[src/hw/mem_sys_pkg.sv]
/*
 * Shared constants for the reduced load/store subsystem.
 * Width codes follow RISC-V funct3 bits 1:0; bit 2 selects zero extension.
 * The data RAM is 256 words, so effective addresses wrap modulo 1 KiB.
 */
package mem_sys_pkg;

    // Store buffer depth, must be a power of two and at least 2
    localparam int SB_ENTRIES = 8;

    // Tightly coupled data RAM geometry
    localparam int RAM_WORDS = 256;
    localparam int RAM_AW    = 8;

    // Tag widths seen at the core interface
    localparam int ROB_W  = 5;
    localparam int PREG_W = 6;

    // Access width, funct3[1:0]
    localparam logic [1:0] SZ_BYTE = 2'b00;
    localparam logic [1:0] SZ_HALF = 2'b01;
    localparam logic [1:0] SZ_WORD = 2'b10;

    // funct3 bit that marks LBU and LHU
    localparam int FN_UNSIGNED = 2;

    // Exception causes, as in mcause
    localparam logic [3:0] EXC_LD_MISALIGN = 4'd4;
    localparam logic [3:0] EXC_ST_MISALIGN = 4'd6;

endpackage

[src/hw/mem_store_buffer.sv]
/*
 * Ordered store buffer: head, commit and tail pointers over a circular queue.
 * Committed entries drain to RAM one per cycle from the head.
 * A flush drops only the uncommitted entries. ENTRIES must be a power of two.
 */
`timescale 1ns/1ps

module mem_store_buffer #(
    parameter int ENTRIES = mem_sys_pkg::SB_ENTRIES
) (
    input  wire logic                           cpu_clk_i,
    input  wire logic                           rst_i,
    input  wire logic                           flush_i,
    input  wire logic                           push_i,
    input  wire logic [29:0]                    addr_i,
    input  wire logic [3:0]                     mask_i,
    input  wire logic [31:0]                    data_i,
    output      logic                           full_o,
    input  wire logic                           commit_i,
    output      logic                           empty_o,
    input  wire logic [29:0]                    lk_addr_i,
    input  wire logic [3:0]                     lk_mask_i,
    output      logic                           fwd_hit_o,
    output      logic                           fwd_partial_o,
    output      logic [31:0]                    fwd_data_o,
    output      logic                           ram_we_o,
    output      logic [mem_sys_pkg::RAM_AW-1:0] ram_waddr_o,
    output      logic [3:0]                     ram_wmask_o,
    output      logic [31:0]                    ram_wdata_o
);
    import mem_sys_pkg::*;

    localparam int PW = $clog2(ENTRIES);

    logic [29:0] ent_addr [ENTRIES];
    logic [3:0]  ent_mask [ENTRIES];
    logic [31:0] ent_data [ENTRIES];

    // One extra bit tells a full queue from an empty one
    logic [PW:0]   head;
    logic [PW:0]   cmt;
    logic [PW:0]   tail;
    logic [PW:0]   count;
    logic [PW-1:0] head_idx;
    logic          do_push;
    logic          drain;

    assign count    = tail - head;
    assign head_idx = head[PW-1:0];
    assign full_o   = (count == (PW+1)'(ENTRIES));
    assign empty_o  = (head == tail);
    assign do_push  = push_i && !full_o && !flush_i;
    assign drain    = (head != cmt);

    always_ff @(posedge cpu_clk_i) begin
        if (rst_i) begin
            head <= '0;
            cmt  <= '0;
            tail <= '0;
        end else begin
            if (drain) head <= head + 1'b1;
            if (commit_i) cmt <= cmt + 1'b1;
            if (flush_i) begin
                tail <= cmt + (PW+1)'(commit_i);
            end else if (do_push) begin
                tail <= tail + 1'b1;
            end
        end
    end

    always_ff @(posedge cpu_clk_i) begin
        if (do_push) begin
            ent_addr[tail[PW-1:0]] <= addr_i;
            ent_mask[tail[PW-1:0]] <= mask_i;
            ent_data[tail[PW-1:0]] <= data_i;
        end
    end

    assign ram_we_o    = drain;
    assign ram_waddr_o = ent_addr[head_idx][RAM_AW-1:0];
    assign ram_wmask_o = ent_mask[head_idx];
    assign ram_wdata_o = ent_data[head_idx];

    // Walk from oldest to youngest so the youngest overlapping store wins
    always_comb begin : lookup
        logic [PW-1:0] slot;
        fwd_hit_o     = 1'b0;
        fwd_partial_o = 1'b0;
        fwd_data_o    = '0;
        slot          = head_idx;
        for (int i = 0; i < ENTRIES; i++) begin
            slot = head_idx + PW'(i);
            if ((PW+1)'(i) < count && ent_addr[slot] == lk_addr_i &&
                |(ent_mask[slot] & lk_mask_i)) begin
                fwd_hit_o     = ((ent_mask[slot] & lk_mask_i) == lk_mask_i);
                fwd_partial_o = !fwd_hit_o;
                fwd_data_o    = ent_data[slot];
            end
        end
    end

    a_no_push_full: assert property (@(posedge cpu_clk_i) disable iff (rst_i)
        push_i |-> !full_o);

    a_commit_pending: assert property (@(posedge cpu_clk_i) disable iff (rst_i)
        commit_i |-> (cmt != tail));

endmodule

[config.mk]
export PLATFORM = sky130hd
export DESIGN_NAME = mem_store_buffer
export DESIGN_NICKNAME = d
export VERILOG_FILES = /design/src/hw/mem_sys_pkg.sv /design/src/hw/mem_store_buffer.sv
export SDC_FILE = /design/constraint.sdc
export NUM_CORES = 2
export LEC_CHECK = 0
export BUFFER_PORTS_ARGS = -buffer_cell sky130_fd_sc_hd__clkbuf_2
export CAP_MARGIN = 20
export CORE_MARGIN = 1
export CORE_UTILIZATION = 40
export DETAILED_ROUTE_END_ITERATION = 10
export HOLD_SLACK_MARGIN = 0.12
export PLACE_DENSITY = 0.63
export SYNTH_ARGS = -nofsm -noshare
export SYNTH_HDL_FRONTEND = slang
export SYNTH_SLANG_ARGS = --single-unit
[constraint.sdc]
create_clock -name cpu_clk_i -period 8.28 [get_ports cpu_clk_i]
set_input_delay 1.656 -clock cpu_clk_i [delete_from_list [all_inputs] [get_ports cpu_clk_i]]
set_output_delay 1.656 -clock cpu_clk_i [all_outputs]
set_load 0.05 [all_outputs]
==> impl_metrics.py <==
metrics = {
    "critical_path": {
        "path_buf_inv": 5,
        "critPathTopFamily": "simple AND/OR/NAND/NOR gates",
        "cp-end-kind": "output port",
        "worstPathArrival_ps": 6530,
        "path_cells": "buf_4 -> buf_12 -> mux4_2 -> mux2i_1 -> xnor2_1 -> nor4_1 -> nand4_1 -> nor4_1 -> buf_4 -> and4_2 -> nand2b_2 -> buf_12 -> a21o_1 -> o221ai_1 -> buf_12",
        "crit_top_cell": "buf_12",
        "cp-start-kind": "register",
        "cp_data_required_time_ps": 6620,
        "cpMaxStageDelayCell": "nor4_1",
        "slowest_delay_ps": 950,
        "critPathKind": "register to output port",
        "crit_fanout": 115,
    },
    "timing": {
        "finalCriticalPeriod_ps": 8180,
        "slew-limit-headroom": 0.229,
        "max_freq_mhz": 122,
        "tightest_slew_ps": 1160,
        "rsz0062_at_grt": "no",
        "hold_viol_final": 0,
        "finClkSkew_ps": 57.7,
        "tns_ps": 0,
        "holdWs_ps": 598,
        "finalCritPeriodShare": 0.988,
        "setup_viol": 0,
        "slew_violations": 0,
    },
    "detailed_routing": {
        "drt-pass1-iter-count": 8,
        "top_layer_used": "met5",
        "drtAntennaViolNets": 0,
        "wl_per_cell_um": 34.2,
        "first_iter_violations": 6003,
        "wl_met1_um": 68700,
        "wl_met2_um": 81100,
        "dr_wl_met3_um": 20500,
        "routed_wl_um": 178000,
        "via_per_inst": 7.12,
        "drc": 0,
        "vias": 36900,
    },
    "place": {
        "place.port_buffers": 185,
        "place_area_um2": 49800,
        "dp_hpwl_um": 119000,
        "gp_congestion": 1.04,
        "dp_cells": 5047,
    },
    "clock_tree": {
        "clockBufferDepth": 3,
        "numCtsBuffers": 60,
        "htree_levels": 2,
        "cts_tree": "done",
        "clkLatencyLatePin_ps": 700,
        "cts_sinks": 543,
        "path_clk_slew_ps": 60,
        "root_buffer": "clkbuf_16",
    },
    "logic_synthesis": {
        "synth_edf_count": 528,
        "async_flop_share": 0,
        "synth_cell_types": 90,
        "avgSynthCellArea_um2": 13.1,
        "syn_area_um2": 47000,
        "ys_seq_elements": 543,
        "synthCells": 3586,
        "ys_warn_count": 0,
        "synth_flop_cell": "edfxtp_1",
        "ys_seq_area_frac": 0.344,
        "synth_fp_nets": 3702,
    },
    "floorplan": {
        "rows": 125,
        "core-area_um2": 116000,
        "io_pins": 186,
        "die_area_um2": 119000,
        "die_h_um": 345,
        "die_w_um": 345,
        "initial_core_util": 0.404,
    },
    "min_path": {
        "min_path_type": "register to register",
    },
    "power_and_ir_drop": {
        "p_leak_nw": 16.2,
        "powerDensity_nw_per_um2": 346,
        "power_w": 0.0180,
        "ir_drop_mv": 0.335,
    },
    "grt": {
        "grt_antenna_before_repair": 22,
        "grt.total_usage": 0.296,
        "overflow": 0,
        "grt_pass1_wl_um": 255000,
        "grt_max_degree": 135,
        "grt_pass1_vias": 34500,
    },
    "run_status": {
        "status": "finished clean",
    },
    "finish": {
        "syn2layout_area_growth_pct": 10.9,
        "final_cells": 5189,
        "fin_area_um2": 52100,
        "drive_gt1_frac": 0.336,
        "final_nets": 3710,
    },
    "flow_run": {
        "cap_viol_max_count": 0,
    },
}
per-stage QoR:
stage,utilization,setup slack (ps)
after global placement,0.428,841
after CTS,0.446,185
after global routing,0.448,33.6
final,0.448,95.4
after detailed placement,0.428,733
after floorplan,-,69.8
worst register-to-register path, stage by stage (launching register included):
cell      delay [ps]
dfxtp_4          440
inv_2            120
buf_4            870
ha_1             410
nor2b_1          130
o21a_1           210
nor2_1           140
xor2_1           390
nor3_1           180
nand2b_1         250
nor2_1           140
nand2_1          230
nor3_2           230
buf_4            330
buf_4            760
final cells by class:
type                       instances  area [um2]
tap                             1524        1910
clock inverter                    35         484
clock buffer                      78        1630
timing repair buffer             304        2620
antenna                           20        50.0
multi-input combinational       2655       29100
inverter                          30         115
sequential                       543       16200
fill                           10400       64300
where the power goes:
| part | total (W) | internal, W | switching, W |
|---|---|---|---|
| combinational | 0.0118 | 0.00502 | 0.00680 |
| clock | 0.00288 | 0.00168 | 0.00120 |
| sequential | 0.00333 | 0.00313 | 0.000200 |
logic make-up (layout without fill, tap and decap cells):
group,Yosys count,after routing,share of synthesized area
mux,1072,1072,0.408
xor+xnor,232,232,0.0434
fa+ha+maj,11,11,0.00309
simple gates,832,832,0.0826
flops,543,543,0.344
compound gates,508,508,0.0783
buf+inv,388,447,0.0408
other cells,0,20,0
Yosys cell counts (48+ instances only):
master	instances	area share
xor2_1	48	0.0090
mux2i_1	298	0.064
mux4_2	662	0.32
nor2_1	83	0.0066
nand4_1	69	0.0092
nand2_1	423	0.034
nand3_1	110	0.012
edfxtp_1	528	0.34
xnor2_1	183	0.034
buf_2	126	0.013
o22ai_1	61	0.0081
mux2_2	111	0.027
clkbuf_1	141	0.011
a21oi_1	90	0.0096
worst paths after layout:
path / endpoint / slack (ps) / from / cells after the start
max: fwd_data_o[30] / 100 / head[0] / 15
max reg2reg: ent_addr[0][7] / 2970 / head[1] / 14
min reg2reg: cmt[3] / 600 / cmt[3] / 2
min: cmt[3] / 600 / cmt[3] / 2
flip-flops by register name (all words and copies together) (netlist names), named ones only:
register  flops
ent_data    256
ent_addr    240
ent_mask     32
cmt           4
head          4
tail          4
cell usage in the layout, fill, tap and decap left out, types with 14 or more instances in the layout:
cell	instances
inv_1	21
edfxtp_1	528
o211ai_1	42
mux4_2	662
a211oi_1	42
nor4_1	19
nor2_1	76
a221oi_1	16
a22oi_1	41
and2_1	42
nand4_1	69
clkbuf_16	61
a2111oi_0	32
buf_12	57
nand2b_1	14
clkbuf_2	152
diode_2	20
a311o_1	31
xor2_1	46
nand3_1	108
nor3_1	17
a21boi_0	31
mux2_2	111
xnor2_1	182
o21ai_0	33
a21oi_1	90
nand2_1	423
o22ai_1	61
mux2i_1	298
buf_4	94
metal layers:
metal  global-route usage  up-vias
met5                    0        -
met4                0.106       10
met3               0.0668      425
met2                0.450     2619
met1                0.415    19100
li1                     -    14800
repair_timing:
action,4_1_cts,5_1_grt
endpoints found under the setup margin,0,22
hold endpoints to repair,0,0
setup buffers,0,9
resized for setup,0,2
hold buffers,0,0
No activity file was read; power rests on OpenSTA's default activity.
