--- src/hw/mem_sys_pkg.sv ---
/*
 * Shared constants for the reduced load/store subsystem.
 * Width codes follow RISC-V funct3 bits 1:0; bit 2 selects zero extension.
 * The data RAM is 256 words, so effective addresses wrap modulo 1 KiB.
 */
package mem_sys_pkg;

    // Store buffer depth, must be a power of two and at least 2
    localparam int SB_ENTRIES = 8;

    // Tightly coupled data RAM geometry
    localparam int RAM_WORDS = 256;
    localparam int RAM_AW    = 8;

    // Tag widths seen at the core interface
    localparam int ROB_W  = 5;
    localparam int PREG_W = 6;

    // Access width, funct3[1:0]
    localparam logic [1:0] SZ_BYTE = 2'b00;
    localparam logic [1:0] SZ_HALF = 2'b01;
    localparam logic [1:0] SZ_WORD = 2'b10;

    // funct3 bit that marks LBU and LHU
    localparam int FN_UNSIGNED = 2;

    // Exception causes, as in mcause
    localparam logic [3:0] EXC_LD_MISALIGN = 4'd4;
    localparam logic [3:0] EXC_ST_MISALIGN = 4'd6;

endpackage

--- src/hw/mem_agu.sv ---
/*
 * Issue side of the memory pipe: four-phase req/ack, address generation,
 * alignment check, byte mask and routing to the store buffer or load unit.
 * Request fields must stay stable from req_i high until ack_o rises.
 */
`timescale 1ns/1ps

module mem_agu (
    input  wire logic                          cpu_clk_i,
    input  wire logic                          rst_i,
    input  wire logic                          req_i,
    output      logic                          ack_o,
    input  wire logic                          is_store_i,
    input  wire logic [2:0]                    funct3_i,
    input  wire logic [31:0]                   base_i,
    input  wire logic [31:0]                   offset_i,
    input  wire logic [31:0]                   store_data_i,
    input  wire logic [mem_sys_pkg::PREG_W-1:0] dest_i,
    input  wire logic [mem_sys_pkg::ROB_W-1:0]  rob_i,
    output      logic                          st_push,
    input  wire logic                          st_full,
    output      logic                          ld_start,
    input  wire logic                          ld_done,
    output      logic [29:0]                   op_addr,
    output      logic [3:0]                    op_mask,
    output      logic [31:0]                   op_data,
    output      logic [2:0]                    op_funct3,
    output      logic [mem_sys_pkg::PREG_W-1:0] op_dest,
    output      logic [mem_sys_pkg::ROB_W-1:0]  op_rob,
    output      logic                          st_done_o,
    output      logic [mem_sys_pkg::ROB_W-1:0]  st_rob_o,
    output      logic                          exception_o,
    output      logic [3:0]                    exception_code_o,
    output      logic [mem_sys_pkg::ROB_W-1:0]  exception_rob_o,
    output      logic [31:0]                   exception_addr_o
);
    import mem_sys_pkg::*;

    typedef enum logic [1:0] {S_IDLE, S_WAIT, S_ACK, S_HOLD} agu_state_t;

    agu_state_t  state;
    logic [31:0] eff_addr;
    logic [31:0] op_eaddr;
    logic        misalign;
    logic [3:0]  lane_mask;
    logic [31:0] lane_data;
    logic        op_store;
    logic        op_exc;
    logic        sink_done;

    assign eff_addr = base_i + offset_i;

    always_comb begin
        case (funct3_i[1:0])
            SZ_BYTE: begin
                misalign  = 1'b0;
                lane_mask = 4'b0001 << eff_addr[1:0];
                lane_data = {4{store_data_i[7:0]}};
            end
            SZ_HALF: begin
                misalign  = eff_addr[0];
                lane_mask = 4'b0011 << {eff_addr[1], 1'b0};
                lane_data = {2{store_data_i[15:0]}};
            end
            default: begin
                misalign  = |eff_addr[1:0];
                lane_mask = 4'b1111;
                lane_data = store_data_i;
            end
        endcase
    end

    // Stores go as soon as the buffer has room, loads wait for the load unit
    assign st_push   = (state == S_WAIT) && op_store && !st_full;
    assign ld_start  = (state == S_WAIT) && !op_store;
    assign sink_done = op_store ? !st_full : ld_done;

    always_ff @(posedge cpu_clk_i) begin
        if (rst_i) begin
            state    <= S_IDLE;
            op_store <= 1'b0;
            op_exc   <= 1'b0;
        end else begin
            case (state)
                S_IDLE: if (req_i) begin
                    op_store <= is_store_i;
                    op_exc   <= misalign;
                    state    <= misalign ? S_ACK : S_WAIT;
                end
                S_WAIT: if (sink_done) state <= S_ACK;
                S_ACK:  state <= req_i ? S_HOLD : S_IDLE;
                S_HOLD: if (!req_i) state <= S_IDLE;
                default: state <= S_IDLE;
            endcase
        end
    end

    always_ff @(posedge cpu_clk_i) begin
        if (state == S_IDLE && req_i) begin
            op_eaddr  <= eff_addr;
            op_mask   <= lane_mask;
            op_data   <= lane_data;
            op_funct3 <= funct3_i;
            op_dest   <= dest_i;
            op_rob    <= rob_i;
        end
    end

    assign op_addr = op_eaddr[31:2];
    assign ack_o   = (state == S_ACK) || (state == S_HOLD);

    // Completion pulses last only the first acknowledge cycle
    assign st_done_o        = (state == S_ACK) && op_store && !op_exc;
    assign st_rob_o         = op_rob;
    assign exception_o      = (state == S_ACK) && op_exc;
    assign exception_code_o = op_store ? EXC_ST_MISALIGN : EXC_LD_MISALIGN;
    assign exception_rob_o  = op_rob;
    assign exception_addr_o = op_eaddr;

    // The source must hold its fields for the whole open request
    a_req_stable: assert property (@(posedge cpu_clk_i) disable iff (rst_i)
        (req_i && !ack_o) ##1 (req_i && !ack_o) |->
            $stable({is_store_i, funct3_i, base_i, offset_i, store_data_i, dest_i, rob_i}));

endmodule

--- config.mk ---
export PLATFORM = sky130hd
export DESIGN_NAME = mem_agu
export DESIGN_NICKNAME = d
export VERILOG_FILES = /design/src/hw/mem_sys_pkg.sv /design/src/hw/mem_agu.sv
export SDC_FILE = /design/constraint.sdc
export NUM_CORES = 1
export LEC_CHECK = 0
export BUFFER_PORTS_ARGS = -buffer_cell sky130_fd_sc_hd__clkbuf_2
export CORE_MARGIN = 2
export CORE_UTILIZATION = 45
export DETAILED_ROUTE_END_ITERATION = 10
export GPL_TIMING_DRIVEN = 0
export HOLD_SLACK_MARGIN = 0.12
export PLACE_DENSITY = 0.81
export REMOVE_ABC_BUFFERS = 1
export SKIP_CTS_REPAIR_TIMING = 1
export SLEW_MARGIN = 20
export SYNTH_ARGS = -nofsm -noshare
export SYNTH_HDL_FRONTEND = slang
export SYNTH_SLANG_ARGS = --single-unit
--- constraint.sdc ---
create_clock -name cpu_clk_i -period 17.6 [get_ports cpu_clk_i]
set_input_delay 1.76 -clock cpu_clk_i [delete_from_list [all_inputs] [get_ports cpu_clk_i]]
set_output_delay 1.76 -clock cpu_clk_i [all_outputs]
set_load 0.03 [all_outputs]
==> report_table.html <==
<table>
<tr><th>Metric</th><th>Value</th></tr>
<tr><th colspan="2">Worst setup path</th></tr>
<tr><td>Critical Path RT</td><td>15.84 ns</td></tr>
<tr><td>Crit path arrival time</td><td>2.29 ns</td></tr>
<tr><td>Type of the worst setup path</td><td>primary input to primary output</td></tr>
<tr><td>Worst-path cell chain</td><td>clkbuf_2 &gt; nand2b_1 &gt; nor2_1 &gt; clkbuf_2</td></tr>
<tr><td>Crit-path leading delay family</td><td>buffers and inverters</td></tr>
<tr><td>Number of buffer and inverter stages on the critical path</td><td>2</td></tr>
<tr><td>Slowest cell on the critical path</td><td>clkbuf_2</td></tr>
<tr><td>Worst Setup Start Kind</td><td>primary input</td></tr>
<tr><td>Highest net fanout along the worst path</td><td>2</td></tr>
<tr><td>Critical path's most frequent cell</td><td>clkbuf_2</td></tr>
<tr><td>Crit end category</td><td>primary output</td></tr>
<tr><td>Launch point of the critical path</td><td>st_full</td></tr>
<tr><td>R2r startpoint</td><td>state[1]</td></tr>
<tr><td>Delay of the slowest cell on the worst path</td><td>0.21 ns</td></tr>
<tr><th colspan="2">STA</th></tr>
<tr><td>Final setup violation count</td><td>0</td></tr>
<tr><td>Top achievable clock speed</td><td>247 MHz</td></tr>
<tr><td>Slew margin rel.</td><td>42.0%</td></tr>
<tr><td>Final worst path period need</td><td>4.05 ns</td></tr>
<tr><td>Setup TNS</td><td>0 ns</td></tr>
<tr><td>Final Slew Violations</td><td>0</td></tr>
<tr><td>Clock tree skew after final layout</td><td>0.00454 ns</td></tr>
<tr><td>Slew @ Worst Pin</td><td>0.867 ns</td></tr>
<tr><td>Final hold violation count</td><td>0</td></tr>
<tr><td>Unrepaired setup endpoints after global routing</td><td>false</td></tr>
<tr><td>Hold Slack</td><td>0.553 ns</td></tr>
<tr><td>Period Utilization, post-route</td><td>23.0%</td></tr>
<tr><th colspan="2">Synth</th></tr>
<tr><td>Synth Cell Area</td><td>5160 um2</td></tr>
<tr><td>Total of warnings raised by yosys</td><td>0</td></tr>
<tr><td>Post-synthesis async set-or-reset flop share</td><td>0%</td></tr>
<tr><td>Post-Synthesis Cells</td><td>450</td></tr>
<tr><td>Post-Synthesis Mean Instance Area</td><td>11.5 um2</td></tr>
<tr><td>Commonest register cell after synthesis</td><td>edfxtp_1</td></tr>
<tr><td>Number of enable flip-flop cells after synthesis</td><td>82</td></tr>
<tr><td>Part of the Yosys area used for sequential elements</td><td>49.2%</td></tr>
<tr><td>Yosys reg bits</td><td>86</td></tr>
<tr><td>Post-synthesis cell type count</td><td>59</td></tr>
<tr><th colspan="2">Detailed routing</th></tr>
<tr><td>Drt first-iter violations</td><td>230</td></tr>
<tr><td>Drt total wl</td><td>12.4 mm</td></tr>
<tr><td>Count of unresolved DRC violations after routing</td><td>0</td></tr>
<tr><td>Detailed-router iteration count before antenna repair</td><td>4</td></tr>
<tr><td>Post-detailed-route wirelength per cell</td><td>15.4 um</td></tr>
<tr><td>Overall via count from detail_route</td><td>4,204</td></tr>
<tr><td>Count of antenna-violating nets left after detailed routing</td><td>0</td></tr>
<tr><td>Via count normalized by instance count</td><td>5.21</td></tr>
<tr><th colspan="2">Floorplan</th></tr>
<tr><td>Height of the die</td><td>111 um</td></tr>
<tr><td>Core area</td><td>11,300 um2</td></tr>
<tr><td>Initial Util</td><td>45.6%</td></tr>
<tr><td>Ports</td><td>247</td></tr>
<tr><td>Die Span X</td><td>111 um</td></tr>
<tr><td>Cell row count</td><td>39</td></tr>
<tr><td>Die footprint</td><td>12,300 um2</td></tr>
<tr><th colspan="2">Min path</th></tr>
<tr><td>HP Start</td><td>op_exc</td></tr>
<tr><td>Tightest Hold Check Type</td><td>register to register</td></tr>
<tr><th colspan="2">Power</th></tr>
<tr><td>Switching Share</td><td>34.3%</td></tr>
<tr><td>Combinational cell fraction of total power</td><td>31.8%</td></tr>
<tr><td>Static leakage</td><td>3.02 nW</td></tr>
<tr><td>Overall Power</td><td>0.000694 W</td></tr>
<tr><td>Sw Pwr</td><td>0.000238 W</td></tr>
<tr><td>Worst-case vdd ir drop</td><td>0.0000621 V</td></tr>
<tr><td>Clock network fraction of total power</td><td>29.1%</td></tr>
<tr><td>Internal power</td><td>0.000456 W</td></tr>
<tr><td>Share of power burned in registers</td><td>39.1%</td></tr>
<tr><td>Pwr dens</td><td>105 nW/um2</td></tr>
<tr><th colspan="2">Clocking</th></tr>
<tr><td>Clock Sinks</td><td>86</td></tr>
<tr><td>Clk Latency, worst-skew pair</td><td>0.33 ns</td></tr>
<tr><td>Clock-pin slew on the worst setup and hold paths</td><td>0.06 ns</td></tr>
<tr><td>Cts bufs inserted</td><td>9</td></tr>
<tr><td>TritonCTS clock tree</td><td>built</td></tr>
<tr><td>H-tree levels</td><td>3</td></tr>
<tr><td>Clock Root Buffer</td><td>clkbuf_16</td></tr>
<tr><td>Number of buffers on the longest clock path</td><td>2</td></tr>
<tr><th colspan="2">Final layout</th></tr>
<tr><td>Synth-to-layout area growth</td><td>27.5%</td></tr>
<tr><td>Fraction of final layout cells sized beyond drive strength 1</td><td>45.3%</td></tr>
<tr><td>Antenna diode instance count</td><td>0</td></tr>
<tr><td>Number of nets in the layout</td><td>807</td></tr>
<tr><td>Final cell count without fillers</td><td>807</td></tr>
<tr><th colspan="2">Global route</th></tr>
<tr><td>Via count of the first global-routing pass</td><td>4,060</td></tr>
<tr><td>Antenna violations before repair</td><td>0</td></tr>
<tr><td>First-pass GRT wire length</td><td>19.7 mm</td></tr>
<tr><td>All-Layer GR Usage</td><td>19.8%</td></tr>
<tr><td>Maximum number of pins on one net before global-route repair</td><td>32</td></tr>
<tr><td>Final global-route overflow total</td><td>0</td></tr>
<tr><th colspan="2">Placed design</th></tr>
<tr><td>Hpwl dp</td><td>10.1 mm</td></tr>
<tr><td>Quantity of I/O buffers inserted on ports</td><td>243</td></tr>
<tr><td>Placed cell count</td><td>791</td></tr>
<tr><td>Placer's final routability congestion estimate</td><td>0.856</td></tr>
<tr><th colspan="2">Run</th></tr>
<tr><td>Max-cap violations</td><td>0</td></tr>
<tr><th colspan="2">Run status</th></tr>
<tr><td>Run status</td><td>finished clean</td></tr>
</table>
worst register-to-register path, delay by kind of cell (launching register included):
family | cells | cell delay [ns]
buffers and inverters | 5 | 1.15
AND/OR/NAND/NOR | 1 | 0.71
flip-flops | 1 | 0.37
kinds of logic (layout without fill, tap and decap cells):
group           Yosys count  count (layout)  share of synthesized area (%)
compound gates          117             117                           15.9
xor+xnor                 28              28                           4.75
fa+ha+maj                32              32                           7.90
buf+inv                  71             284                           8.51
flops                    86              86                           49.2
mux                      28              28                           5.82
other cells               2               3                          0.145
simple gates             86              86                           7.71
routing by layer:
metal | GRT usage, % | up-vias | part of all wire, %
met5 | 0 | - | 0
met4 | 5.76 | 0 | 1.5
met3 | 4.37 | 14 | 6.5
met2 | 35.8 | 173 | 52
li1 | - | 2041 | -
met1 | 23.6 | 1976 | 40
synth_stat cells (all sizes together) (4+ instances only):
library cell  number  share of area, %
inv               16               1.2
buf               49               6.9
nand2b             4              0.48
a211oi             4              0.68
edfxtp            82                48
xnor2             20               3.4
o211ai             4              0.68
o21bai             9               1.3
nand2             28               2.0
nor2              25               1.9
ha                31               7.5
xor2               8               1.4
a21oi             37               4.0
dfxtp              4               1.6
a21o              10               1.5
nand4              6              0.73
clkbuf             6              0.46
mux2i             12               2.3
a31oi              5              0.90
o21ai             26               2.7
nand3              5              0.48
nor3               7              0.68
mux2              16               3.5
layout by cell type, fill, tap and decap left out, types with 3 or more instances in the layout:
cell,n
inv_1,15
xnor2_1,20
nor2_1,24
o21ai_0,20
clkbuf_16,9
o21a_1,3
o211ai_1,3
mux2_2,16
nand2_1,28
nand2b_1,4
o21ai_1,4
a31oi_1,4
nor3_1,7
o21bai_1,9
edfxtp_1,82
and3_1,3
buf_4,7
a21o_1,10
mux2i_1,12
xor2_1,8
a21oi_1,31
nand4_1,6
clkbuf_2,243
ha_1,31
nand3_1,5
a21boi_1,3
a211oi_1,3
conb_1,3
a21oi_2,6
dfxtp_1,4
sequential cells by signal (all words and copies together) (netlist names):
| register | flops |
|---|---|
| op_exc | 1 |
| op_data | 32 |
| op_store | 1 |
| exception_rob_o | 5 |
| op_dest | 6 |
| state | 2 |
| op_mask | 4 |
| exception_addr_o | 32 |
| op_funct3 | 3 |
area by class of cell:
type                       instances  area (um2)
fill                             947        4740
multi-input combinational        294        2190
inverter                          16        60.1
tap                              143         179
clock inverter                     6        92.6
sequential                        86        2540
clock buffer                      10         229
timing repair buffer             252        1290
final timing paths:
| kind | slack (ns) | cells after the start | endpoint |
|---|---|---|---|
| setup / recovery | 13.55 | 4 | st_push |
| hold / removal | 0.55 | 2 | op_exc |
| setup reg to reg | 15.09 | 6 | exception_rob_o[1] |
| hold reg to reg | 0.55 | 2 | op_exc |
power groups by stage:
stage	clock [W]	combinational, W	sequential [W]
finish	0.000202	0.000221	0.000272
global placement	0	0.000212	0.000281
floorplan	0	0.0000771	0.000350
CTS	0.000206	0.000221	0.000272
detailed placement	0	0.000220	0.000276
global route	0.000216	0.000236	0.000274
per-stage QoR:
| stage | area (um2) | setup WS, ns | utilization (%) |
|---|---|---|---|
| final | 6580 | 13.55 | 58.2 |
| after global routing | 6580 | 13.49 | 58.2 |
| after CTS | 6580 | 13.54 | 58.2 |
| after detailed placement | 6260 | 13.35 | 55.3 |
| after global placement | 6180 | 6.71 | 54.6 |
| after floorplan | 4790 | 9.03 | - |
No activity file was read; power rests on OpenSTA's default activity.
