==> src/hw/mem_sys_pkg.sv <==
/*
 * Shared constants for the reduced load/store subsystem.
 * Width codes follow RISC-V funct3 bits 1:0; bit 2 selects zero extension.
 * The data RAM is 256 words, so effective addresses wrap modulo 1 KiB.
 */
package mem_sys_pkg;

    // Store buffer depth, must be a power of two and at least 2
    localparam int SB_ENTRIES = 8;

    // Tightly coupled data RAM geometry
    localparam int RAM_WORDS = 256;
    localparam int RAM_AW    = 8;

    // Tag widths seen at the core interface
    localparam int ROB_W  = 5;
    localparam int PREG_W = 6;

    // Access width, funct3[1:0]
    localparam logic [1:0] SZ_BYTE = 2'b00;
    localparam logic [1:0] SZ_HALF = 2'b01;
    localparam logic [1:0] SZ_WORD = 2'b10;

    // funct3 bit that marks LBU and LHU
    localparam int FN_UNSIGNED = 2;

    // Exception causes, as in mcause
    localparam logic [3:0] EXC_LD_MISALIGN = 4'd4;
    localparam logic [3:0] EXC_ST_MISALIGN = 4'd6;

endpackage

==> src/hw/mem_load_unit.sv <==
/*
 * Load sequencing: forward from the store buffer on a full hit, retry while
 * a pending store overlaps only some bytes, otherwise read the data RAM.
 * The lookup address and mask stay on the port for the whole load.
 */
`timescale 1ns/1ps

module mem_load_unit (
    input  wire logic                           cpu_clk_i,
    input  wire logic                           rst_i,
    input  wire logic                           start_i,
    output      logic                           done_o,
    input  wire logic [29:0]                    addr_i,
    input  wire logic [3:0]                     mask_i,
    input  wire logic [2:0]                     funct3_i,
    input  wire logic [mem_sys_pkg::PREG_W-1:0] dest_i,
    input  wire logic [mem_sys_pkg::ROB_W-1:0]  rob_i,
    output      logic [29:0]                    lk_addr_o,
    output      logic [3:0]                     lk_mask_o,
    input  wire logic                           fwd_hit_i,
    input  wire logic                           fwd_partial_i,
    input  wire logic [31:0]                    fwd_data_i,
    output      logic                           ram_re_o,
    output      logic [mem_sys_pkg::RAM_AW-1:0] ram_raddr_o,
    input  wire logic [31:0]                    ram_rdata_i,
    output      logic                           wb_valid_o,
    output      logic [mem_sys_pkg::PREG_W-1:0] wb_dest_o,
    output      logic [31:0]                    wb_data_o,
    output      logic [mem_sys_pkg::ROB_W-1:0]  wb_rob_o
);
    import mem_sys_pkg::*;

    typedef enum logic [1:0] {L_IDLE, L_LOOK, L_READ} ld_state_t;

    ld_state_t         state;
    logic [29:0]       l_addr;
    logic [3:0]        l_mask;
    logic [2:0]        l_f3;
    logic [PREG_W-1:0] l_dest;
    logic [ROB_W-1:0]  l_rob;
    logic [31:0]       src_word;

    // Shift the addressed lanes down and extend per funct3
    function automatic logic [31:0] extend(input logic [31:0] word,
                                           input logic [3:0]  mask,
                                           input logic [2:0]  f3);
        logic [31:0] s;
        logic        sgn;
        if (mask[0]) s = word;
        else if (mask[1]) s = word >> 8;
        else if (mask[2]) s = word >> 16;
        else s = word >> 24;
        case (f3[1:0])
            SZ_BYTE: begin
                sgn = !f3[FN_UNSIGNED] && s[7];
                return {{24{sgn}}, s[7:0]};
            end
            SZ_HALF: begin
                sgn = !f3[FN_UNSIGNED] && s[15];
                return {{16{sgn}}, s[15:0]};
            end
            default: return s;
        endcase
    endfunction

    assign lk_addr_o   = l_addr;
    assign lk_mask_o   = l_mask;
    assign ram_re_o    = (state == L_LOOK) && !fwd_hit_i && !fwd_partial_i;
    assign ram_raddr_o = l_addr[RAM_AW-1:0];
    assign done_o      = ((state == L_LOOK) && fwd_hit_i) || (state == L_READ);
    assign src_word    = (state == L_READ) ? ram_rdata_i : fwd_data_i;

    always_ff @(posedge cpu_clk_i) begin
        if (rst_i) begin
            state      <= L_IDLE;
            wb_valid_o <= 1'b0;
        end else begin
            wb_valid_o <= done_o;
            case (state)
                L_IDLE: if (start_i) state <= L_LOOK;
                L_LOOK: begin
                    if (fwd_hit_i) state <= L_IDLE;
                    else if (!fwd_partial_i) state <= L_READ;
                end
                L_READ: state <= L_IDLE;
                default: state <= L_IDLE;
            endcase
        end
    end

    always_ff @(posedge cpu_clk_i) begin
        if (state == L_IDLE && start_i) begin
            l_addr <= addr_i;
            l_mask <= mask_i;
            l_f3   <= funct3_i;
            l_dest <= dest_i;
            l_rob  <= rob_i;
        end
        if (done_o) begin
            wb_data_o <= extend(src_word, l_mask, l_f3);
            wb_dest_o <= l_dest;
            wb_rob_o  <= l_rob;
        end
    end

endmodule

==> config.mk <==
export PLATFORM = sky130hd
export DESIGN_NAME = mem_load_unit
export DESIGN_NICKNAME = d
export VERILOG_FILES = /design/src/hw/mem_sys_pkg.sv /design/src/hw/mem_load_unit.sv
export SDC_FILE = /design/constraint.sdc
export NUM_CORES = 1
export LEC_CHECK = 0
export BUFFER_PORTS_ARGS = -buffer_cell sky130_fd_sc_hd__buf_2
export CAP_MARGIN = 20
export CORE_ASPECT_RATIO = 0.7
export CORE_MARGIN = 1
export CORE_UTILIZATION = 32
export CTS_CLUSTER_DIAMETER = 60
export CTS_CLUSTER_SIZE = 28
export DETAILED_ROUTE_END_ITERATION = 10
export MAX_ROUTING_LAYER = met4
export REMOVE_ABC_BUFFERS = 1
export SYNTH_ARGS = -nofsm -noshare
export SYNTH_HDL_FRONTEND = slang
export SYNTH_SLANG_ARGS = --single-unit
==> constraint.sdc <==
create_clock -name cpu_clk_i -period 3.7 [get_ports cpu_clk_i]
set_clock_uncertainty 0.1 [all_clocks]
set_input_delay 0 -clock cpu_clk_i [delete_from_list [all_inputs] [get_ports cpu_clk_i]]
set_output_delay 0 -clock cpu_clk_i [all_outputs]
set_load 0.02 [all_outputs]
==> metrics.txt, run 1 <==
clock network latency to the later pin of the worst-skew pair between 0.3 and 0.4 ns; Max-slew headroom a little under half; met2 Resource Use GR 25.6%; total CTS buffers 9; hold violation count in the final report 0; Std-Cell Core Area approximately 12,000 um^2; CP delay by family, top compound AO/OA/AOI/OAI gates; met1 global-route usage a little under a fifth; Die H 96.6 um; total routing resource utilization after global routing between 10% and 20%; count of cells along the worst register-to-register path 5; clock-pin slew on the worst setup and hold paths 0.07 ns; final critical-path share of the clock period 68.5%; number of enable flip-flop cells after synthesis 91; register area share after synthesis between 60 and 70%; outcome completed; Syn-to-layout area delta 49.5%; Slowest-stage cell, CP sky130_fd_sc_hd__edfxtp_1; most frequent cells in the layout sky130_fd_sc_hd__buf_2, sky130_fd_sc_hd__edfxtp_1, sky130_fd_sc_hd__dlygate4sd3_1, sky130_fd_sc_hd__mux2i_1, sky130_fd_sc_hd__nor2_1; most common cell after layout, fill and taps aside sky130_fd_sc_hd__buf_2; capturing point of the worst reg2reg path wb_data_o[27]$_DFFE_PP_; Main synth FF type sky130_fd_sc_hd__edfxtp_1; Placed Instances ~610; vias per inst around 4.6; quantity of I/O buffers inserted on ports around 200; async set-reset flop share out of synthesis 0%; Mapped Area slightly above 4000 um^2; Routed WL 10,400 um; transition time of the tightest slew-check pin roughly 0.82 ns; initial core utilization between 30% and 40%; maximum count of clock buffers along a single path 2; vias in the first global route ~3,000; Non-Filler Instances 687; max-slew violations 0; aggregate global routing overflow 0; share of post-route cells with drive strength above 1 46.3%; Post-Syn Area per Cell between 15 and 20 um^2; most used routing layer in global routing met2; global-route wire length before repair between 15,000 and 20,000 um; Crit Path Max Fanout 20; Peak VDD IR between 0.0002 and 0.00025 V; sequence of cells on the critical path buf_4 -> nand2b_1 -> o22ai_2 -> o21ai_4 -> o211ai_1; maximum number of pins on one net before global-route repair between 40 and 50; total of max-cap violations 0; leak pwr 2.71 nW; unrepaired setup endpoints after global routing false; Die W roughly 140 um; endpoint of the worst hold-timing path wb_data_o[0]$_DFFE_PP_; Root Buffer Master sky130_fd_sc_hd__clkbuf_16; final weighted congestion in routability-driven placement between 0.7 and 0.8; Post-Place Worst Slack 1.17 ns; Placement Rows 34; number of remaining DRC errors 0; type of element capturing the critical path flop; final-report setup violation count 0; ant diodes 0; Final Worst Setup Slack between 1 and 1.5 ns; power density relative to cell area ~410 nW/um^2; data required time at the worst endpoint about 3.6 ns; flip-flop and latch count after synthesis 94; Die Outline Area about 13,000 um^2; total number of vias 3,143; initial antenna violation count 0; startpoint of the lowest-slack hold path ram_rdata_i[0]; highest clock rate 0.394 GHz; io pins just over 200; worst setup slack for register-to-register paths between 1 and 1.5 ns; number of nets in the layout between 600 and 700; Critical Path Source Type flop; first-iteration detailed-routing DRC count between 100 and 150; max incr delay on CP between 0.5 and 0.6 ns; shortest clock period the worst path allows after layout between 2 and 3 ns; first-pass iteration count of the detailed router 4; worst flop-to-flop path startpoint lk_mask_o[0]$_DFFE_PP_; maximum level of the CTS H-tree 3; drt wl/cell 15.1 um; arrival time of data at the critical path endpoint 2.47 ns; TritonCTS clock tree yes; routing usage on met3 under 10%; clock sink count 94; post-synth cell types 39; Synth warnings 0; Final ANT Viol Nets 0; Post-DP HPWL approximately 7100 um; post-synthesis instance total around 260; Fin Setup TNS 0 ns; classification of the worst setup path flop to flop; worst min path class input pin to flop; number of buffers and inverters on the critical path 1; count of cells along the worst hold path 3
==> synthesized netlist by cell type, types with 4 or more instances <==
cell | n | area share [%]
sky130_fd_sc_hd__nand2b_1 | 7 | 1.1
sky130_fd_sc_hd__buf_6 | 6 | 1.7
sky130_fd_sc_hd__edfxtp_1 | 91 | 67
sky130_fd_sc_hd__a21oi_1 | 10 | 1.2
sky130_fd_sc_hd__a211oi_1 | 6 | 1.1
sky130_fd_sc_hd__nand3_2 | 7 | 1.7
sky130_fd_sc_hd__o22a_1 | 8 | 1.7
sky130_fd_sc_hd__o211ai_1 | 7 | 1.3
sky130_fd_sc_hd__o22ai_1 | 7 | 1.1
sky130_fd_sc_hd__nor2_1 | 14 | 1.3
sky130_fd_sc_hd__clkbuf_1 | 4 | 0.37
sky130_fd_sc_hd__o21ai_0 | 9 | 1.1
sky130_fd_sc_hd__nand2_1 | 4 | 0.37
sky130_fd_sc_hd__mux2i_1 | 33 | 8.1
sky130_fd_sc_hd__buf_4 | 8 | 1.5
sky130_fd_sc_hd__nor2b_1 | 6 | 0.92
sky130_fd_sc_hd__buf_2 | 4 | 0.49
==> what timing repair did <==
item / in CTS / in global routing
resized for setup: 0 / 0
hold buffers: 65 / 0
endpoints found under the setup margin: 0 / 0
endpoints found under the hold margin: 57 / 0
buffers inserted: 0 / 0
==> worst max-delay path by stage <==
stage	start	to	cells after the start
final	lk_mask_o[0]$_DFFE_PP_	wb_data_o[27]$_DFFE_PP_	5
after global routing	state[0]$_SDFFE_PP0P_	wb_data_o[14]$_DFFE_PP_	5
after CTS	lk_mask_o[0]$_DFFE_PP_	wb_data_o[27]$_DFFE_PP_	5
after detailed placement	lk_mask_o[0]$_DFFE_PP_	wb_data_o[27]$_DFFE_PP_	5
after global placement	state[0]$_SDFFE_PP0P_	wb_data_o[8]$_DFFE_PP_	5
after floorplan	state[0]$_SDFFE_PP0P_	wb_data_o[0]$_DFFE_PP_	2
==> per-stage QoR <==
step	total power [mW]	instance area, um^2	util [%]	hold slack, ns
2_1_floorplan	1.47	3920	-	-0.0309
5_1_grt	2.58	6110	49.2	0.000565
6_report	2.48	6110	49.2	0.00343
3_5_place_dp	1.62	5180	41.7	0.0781
3_3_place_gp	1.61	5180	41.7	0.0765
4_1_cts	2.51	6090	49.0	0.00284
==> worst min-delay path, stage by stage <==
cell	delay (ns)
sky130_fd_sc_hd__buf_2	0.08
sky130_fd_sc_hd__mux2i_1	0.06
sky130_fd_sc_hd__a22oi_1	0.16
==> kinds of logic after synthesis <==
| family | Yosys count | share of synthesized area [%] |
|---|---|---|
| compound gates | 57 | 10.5 |
| flops | 94 | 68.3 |
| buf+inv | 25 | 4.28 |
| mux | 38 | 10.1 |
| simple gates | 47 | 6.79 |
==> state kept, by name, indices dropped and copies added (netlist names) <==
name / cells
wb_data_o: 32
wb_dest_o: 6
wb_valid_o: 1
l_dest: 6
lk_addr_o: 30
l_rob: 5
l_f3: 3
state: 2
lk_mask_o: 4
wb_rob_o: 5
==> layer usage <==
layer	wire [um]	part of all wire (%)
met5	0	0
met4	115	1.1
met3	647	6.2
met2	4950	48
met1	4690	45
==> area by class of cell <==
class,count,area (um^2)
inverters,1,3.75
multi-input cells,142,1130
repair buffers,273,1710
fillers,1115,6310
clock inverters,6,40.0
clock buffers,9,225
well taps,162,203
flip-flops and latches,94,2790
==> report_power, final <==
| group | total (mW) | internal, mW | leakage [nW] | switching (mW) |
|---|---|---|---|---|
| combinational | 0.383 | 0.177 | 1.71 | 0.206 |
| clock | 0.829 | 0.449 | 0.121 | 0.380 |
| sequential | 1.27 | 1.24 | 0.882 | 0.0236 |
(Power assumes the default switching activity.)
==> run 2: changes to the inputs <==
==> constraint.sdc (replaced) <==
create_clock -name cpu_clk_i -period 2.1 [get_ports cpu_clk_i]
set_clock_uncertainty 0.1 [all_clocks]
set_input_delay 0 -clock cpu_clk_i [delete_from_list [all_inputs] [get_ports cpu_clk_i]]
set_output_delay 0 -clock cpu_clk_i [all_outputs]
set_load 0.02 [all_outputs]
==> run 2 against run 1 <==
- count of clock-buffer cells in the layout increased by 2
- utilization increased by 2.1 points
- worst setup slack got worse by 1.0 ns
- worst hold slack improved by 0.031 ns
- via count increased by 5.0%
- wire length increased by 5.2%
- critical path type unchanged
- highest routed layer unchanged
==> metrics.txt, run 2 (synthesized netlist as in run 1, its figures left out) <==
hold violation count in the final report 0; Layout Utilization around half; Placement Rows 34; vias in the first global route 3,187; most common cell after layout, fill and taps aside sky130_fd_sc_hd__buf_2; transition time of the tightest slew-check pin between 0.4 and 0.5 ns; total number of vias about 3,300; quantity of I/O buffers inserted on ports approximately 200; maximum level of the CTS H-tree 3; classification of the worst setup path flop to flop; io pins between 200 and 250; number of nets in the layout 663; type of element capturing the critical path flop; clock network latency to the later pin of the worst-skew pair roughly 0.33 ns; worst setup slack for register-to-register paths 0.12 ns; total routing resource utilization after global routing ~17%; worst min path class input pin to flop; Die W 137 um; share of post-route cells with drive strength above 1 between 40 and 50%; power density relative to cell area around 700 nW/um^2; worst-case hold slack about 0.035 ns; Std-Cell Core Area 12,400 um^2; ant diodes 0; drt wl/cell ~15 um; Die H between 90 and 100 um; final weighted congestion in routability-driven placement ~0.84; shortest clock period the worst path allows after layout about 2 ns; first-pass iteration count of the detailed router 4; Max-slew headroom approximately 67%; first-iteration detailed-routing DRC count roughly 120; Crit Path Max Fanout 29; number of flip-flops in the largest register 32; register area 2790 um^2; maximum number of pins on one net before global-route repair 41; TritonCTS clock tree yes; highest clock rate 0.506 GHz; Critical Path Source Type flop; data required time at the worst endpoint 2.08 ns; area taken by multi-input logic gates roughly 1100 um^2; most frequent cells in the layout sky130_fd_sc_hd__buf_2, sky130_fd_sc_hd__edfxtp_1, sky130_fd_sc_hd__dlygate4sd3_1, sky130_fd_sc_hd__mux2i_1, sky130_fd_sc_hd__buf_4; unrepaired setup endpoints after global routing false; Syn-to-layout area delta 55.8%; leak pwr between 2 and 3 nW; register with the highest flop count wb_data_o; global-route wire length before repair 16,200 um; arrival time of data at the critical path endpoint 1.96 ns; Final ANT Viol Nets 0; final critical-path share of the clock period ~94%; maximum count of clock buffers along a single path 2; outcome completed; initial core utilization 32.9%; Fin Setup TNS 0 ns; total CTS buffers 9; final-report setup violation count 0; Peak VDD IR roughly 0.00038 V; total of max-cap violations 0; clock-pin slew on the worst setup and hold paths 0.07 ns; max-slew violations 0; number of remaining DRC errors 0; clock sink count 94; Routed WL 10,900 um; Die Outline Area 13,200 um^2; initial antenna violation count 0; aggregate global routing overflow 0; Root Buffer Master sky130_fd_sc_hd__clkbuf_16; Post-DP HPWL about 7500 um; vias per inst ~4.6; Layout fillers 1,083
## run 2: cell types whose count changed in the layout (fill, tap and decap cells not counted), sizes merged
cell	change
dlygate4sd3	+2
buf	+23
clkbuf	+2
clkinvlp	-1
## run 2: routing by layer
layer / track usage, % / share of wire (%) / vias to the layer above / wire length (um)
met4: 4.58 / 0.80 / 0 / 88
met2: 27.2 / 47 / 140 / 5160
met5: - / 0 / - / 0
met3: 4.33 / 6.6 / 9 / 722
met1: 21.5 / 45 / 1566 / 4970
li1: - / - / 1586 / -
## run 2: layout make-up
type                            instances  share of cell area, %
Sequential cell                        94                   43.8
Timing Repair Buffer                  298                   30.7
Clock buffer                           11                   3.65
Multi-Input combinational cell        142                   18.0
Tap cell                              162                   3.18
Inverter                                1                 0.0589
Clock inverter                          5                  0.570
## run 2: critical path, cell delays in order, from the launching register on
cell and delay [ns]:
sky130_fd_sc_hd__dfxtp_1 0.38, sky130_fd_sc_hd__nand2b_4 0.22, sky130_fd_sc_hd__buf_12 0.25, sky130_fd_sc_hd__mux2i_1 0.38, sky130_fd_sc_hd__o22ai_1 0.14, sky130_fd_sc_hd__mux2i_1 0.16, sky130_fd_sc_hd__o21ai_0 0.09
## run 2: where the power goes
part / leakage [nW] / switching (mW) / internal (mW)
sequential: 0.882 / 0.0347 / 2.19
combinational: 1.84 / 0.380 / 0.352
clock: 0.123 / 0.684 / 0.804
## run 2: final timing paths
| check | from | end | depth (start not counted) |
|---|---|---|---|
| worst max-delay path | state[1]$_SDFFE_PP0P_ | wb_data_o[8]$_DFFE_PP_ | 6 |
| worst min-delay path | ram_rdata_i[31] | wb_data_o[31]$_DFFE_PP_ | 3 |
| worst min register to register | l_rob[4]$_DFFE_PP_ | wb_rob_o[4]$_DFFE_PP_ | 0 |
| worst max register to register | state[1]$_SDFFE_PP0P_ | wb_data_o[8]$_DFFE_PP_ | 6 |
## run 2: metrics by stage
step	std cells	setup WS [ns]	power (mW)	area (um^2)
2_1_floorplan	237	-1.65	2.59	3920
5_1_grt	713	0.00500	4.64	6370
3_5_place_dp	630	0.0353	2.90	5420
4_1_cts	713	0.0252	4.49	6360
3_3_place_gp	630	0.127	2.89	5420
6_report	713	0.122	4.44	6370
## run 2: what timing repair did
item                                   4_1_cts  5_1_grt
hold buffers                                67        0
setup buffers                                0        0
setup endpoints to repair                    0       31
endpoints found under the hold margin       58        0
gates resized for setup                      0        3
==> run 3: changes to the inputs <==
--- a/config.mk
+++ b/config.mk
@@ -8,10 +8,10 @@
 export BUFFER_PORTS_ARGS = -buffer_cell sky130_fd_sc_hd__buf_2
 export CAP_MARGIN = 20
 export CORE_ASPECT_RATIO = 0.7
-export CORE_MARGIN = 1
+export CORE_MARGIN = 2
 export CORE_UTILIZATION = 32
 export CTS_CLUSTER_DIAMETER = 60
-export CTS_CLUSTER_SIZE = 28
+export CTS_CLUSTER_SIZE = 10
 export DETAILED_ROUTE_END_ITERATION = 10
 export MAX_ROUTING_LAYER = met4
 export REMOVE_ABC_BUFFERS = 1
==> run 3 against run 2 <==
- sequential share of layout area fell by 0.44 points
- wire length rose by 2.2%
- worst setup slack got worse by 0.032 ns
- clock power rose by 4%
- combinational power rose by 0.8%
- cell count rose by 0.42%
- count of clock-buffer cells in the layout fell by 2
- worst hold slack got worse by 0.018 ns
- first-iteration DRC count rose by 0.82%
- largest power group unchanged
==> metrics.txt, run 3 (synthesized netlist as in run 1, its figures left out) <==
leak pwr 2.88 nW; Die W around 140 um; clock network latency to the later pin of the worst-skew pair 0.34 ns; initial core utilization 32.8%; transition time of the tightest slew-check pin between 0.5 and 0.6 ns; Placement Rows 34; Slowest-stage cell, CP sky130_fd_sc_hd__dfxtp_1; shortest clock period the worst path allows after layout about 2.0 ns; maximum number of pins on one net before global-route repair a little under 50; power density relative to cell area 700 nW/um^2; data required time at the worst endpoint about 2.1 ns; drt wl/cell 15.6 um; Placed Instances between 600 and 700; number of flip-flops in the largest register 32; maximum level of the CTS H-tree 3; ant diodes 0; Root Buffer Master sky130_fd_sc_hd__clkbuf_16; final weighted congestion in routability-driven placement 0.821; worst-case hold slack between 0.015 and 0.02 ns; worst min path class input pin to flop; first-iteration detailed-routing DRC count around 120; Die H about 100 um; first-pass iteration count of the detailed router 4; hold violation count in the final report 0; max incr delay on CP 0.36 ns; Max-slew headroom approximately three fifths; total of max-cap violations 0; register with the highest flop count wb_data_o; Routed WL 11,200 um; TritonCTS clock tree yes; total CTS buffers 9; most common cell after layout, fill and taps aside sky130_fd_sc_hd__buf_2; most frequent cells in the layout sky130_fd_sc_hd__buf_2, sky130_fd_sc_hd__edfxtp_1, sky130_fd_sc_hd__dlygate4sd3_1, sky130_fd_sc_hd__mux2i_1, sky130_fd_sc_hd__buf_4; outcome completed; global-route wire length before repair ~17,000 um; Peak VDD IR 0.000423 V; total routing resource utilization after global routing between 10% and 20%; max-slew violations 0; sequence of cells on the critical path nand2b_4 -> mux2i_4 -> a22oi_2 -> a32oi_4 -> buf_12 -> o21ai_0; initial antenna violation count 0; aggregate global routing overflow 0; Std-Cell Core Area approximately 12,000 um^2; Post-DP HPWL 7630 um; highest clock rate between 0.4 and 0.5 GHz; Die Outline Area ~14,000 um^2; Overall Power 4.51 mW; type of element capturing the critical path flop; Non-Filler Instances a little over 700; final critical-path share of the clock period a little over nine tenths; vias in the first global route 3,420; share of post-route cells with drive strength above 1 roughly half; Crit Path Max Fanout 24; final-report setup violation count 0; Critical Path Source Type flop; clock sink count 94; classification of the worst setup path flop to flop; arrival time of data at the critical path endpoint between 1.5 and 2 ns; maximum count of clock buffers along a single path 2; number of remaining DRC errors 0; Final ANT Viol Nets 0; clock-pin slew on the worst setup and hold paths roughly 0.07 ns; io pins slightly above 200; number of nets in the layout 666; unrepaired setup endpoints after global routing false; total number of vias around 3,300; Layout fillers between 1,000 and 1,500; vias per inst approximately 4.6; quantity of I/O buffers inserted on ports 204; Syn-to-layout area delta 57.4%
[run 3: cell count changes in the layout (fill, tap and decap cells not counted), sizes merged]
cell / change
inv: +3
buf: +1
nand2b: +1
clkinv: -1
clkbuf: -1
[run 3: worst max-delay path, delay by kind of cell, from the launching register on]
family | cells | cell delay, ns
simple gates | 1 | 0.23
mux | 1 | 0.32
buf+inv | 1 | 0.21
flops | 1 | 0.36
compound gates | 3 | 0.50
[run 3: where the power goes]
group / switching, mW / internal, mW / total [mW]
clock network: 0.729 / 0.816 / 1.55
logic: 0.384 / 0.354 / 0.738
registers: 0.0354 / 2.19 / 2.22
total: 1.15 / 3.36 / 4.51
[run 3: path summary, 6_finish.rpt]
| kind | from | end | slack, ns | cells after the start |
|---|---|---|---|---|
| setup reg to reg | state[0]$_SDFFE_PP0P_ | wb_data_o[12]$_DFFE_PP_ | 0.09 | 6 |
| setup / recovery | state[0]$_SDFFE_PP0P_ | wb_data_o[12]$_DFFE_PP_ | 0.09 | 6 |
| hold reg to reg | l_dest[0]$_DFFE_PP_ | wb_dest_o[0]$_DFFE_PP_ | 0.32 | 0 |
| hold / removal | fwd_data_i[6] | wb_data_o[6]$_DFFE_PP_ | 0.02 | 4 |
[run 3: final cells by class]
cell class	count	area, um^2	share of cell area, %
flip-flops and latches	94	2790	43.4
repair buffers	300	2000	31.1
clock buffers	9	225	3.50
well taps	162	203	3.15
clock inverters	7	55.1	0.855
inverters	1	3.75	0.0583
multi-input cells	143	1150	17.9
[run 3: metrics by stage]
stage,TNS [ns],worst slack (ns),instance area [um^2],utilization [%]
finish,0,0.0894,6440,51.6
global route,0,0.00505,6440,51.6
detailed placement,-0.0138,-0.0138,5420,43.5
CTS,0,0.0449,6380,51.2
floorplan,-150.54,-1.65,3920,-
global placement,0,0.113,5420,43.5
[run 3: metal layers]
metal | GRT usage [%] | part of all wire, % | vias up
li1 | - | - | 1591
met1 | 20.3 | 46 | 1596
met2 | 25.9 | 47 | 127
met3 | 4.86 | 6.2 | 8
met4 | 4.20 | 0.62 | 0
met5 | - | 0 | -
[run 3: timing repair]
item / 4_1_cts / 5_1_grt
endpoints found under the setup margin: 13 / 9
hold endpoints to repair: 58 / 0
gates resized for setup: 2 / 1
hold buffers: 67 / 0
setup buffers: 0 / 1
cloned: 0 / 2
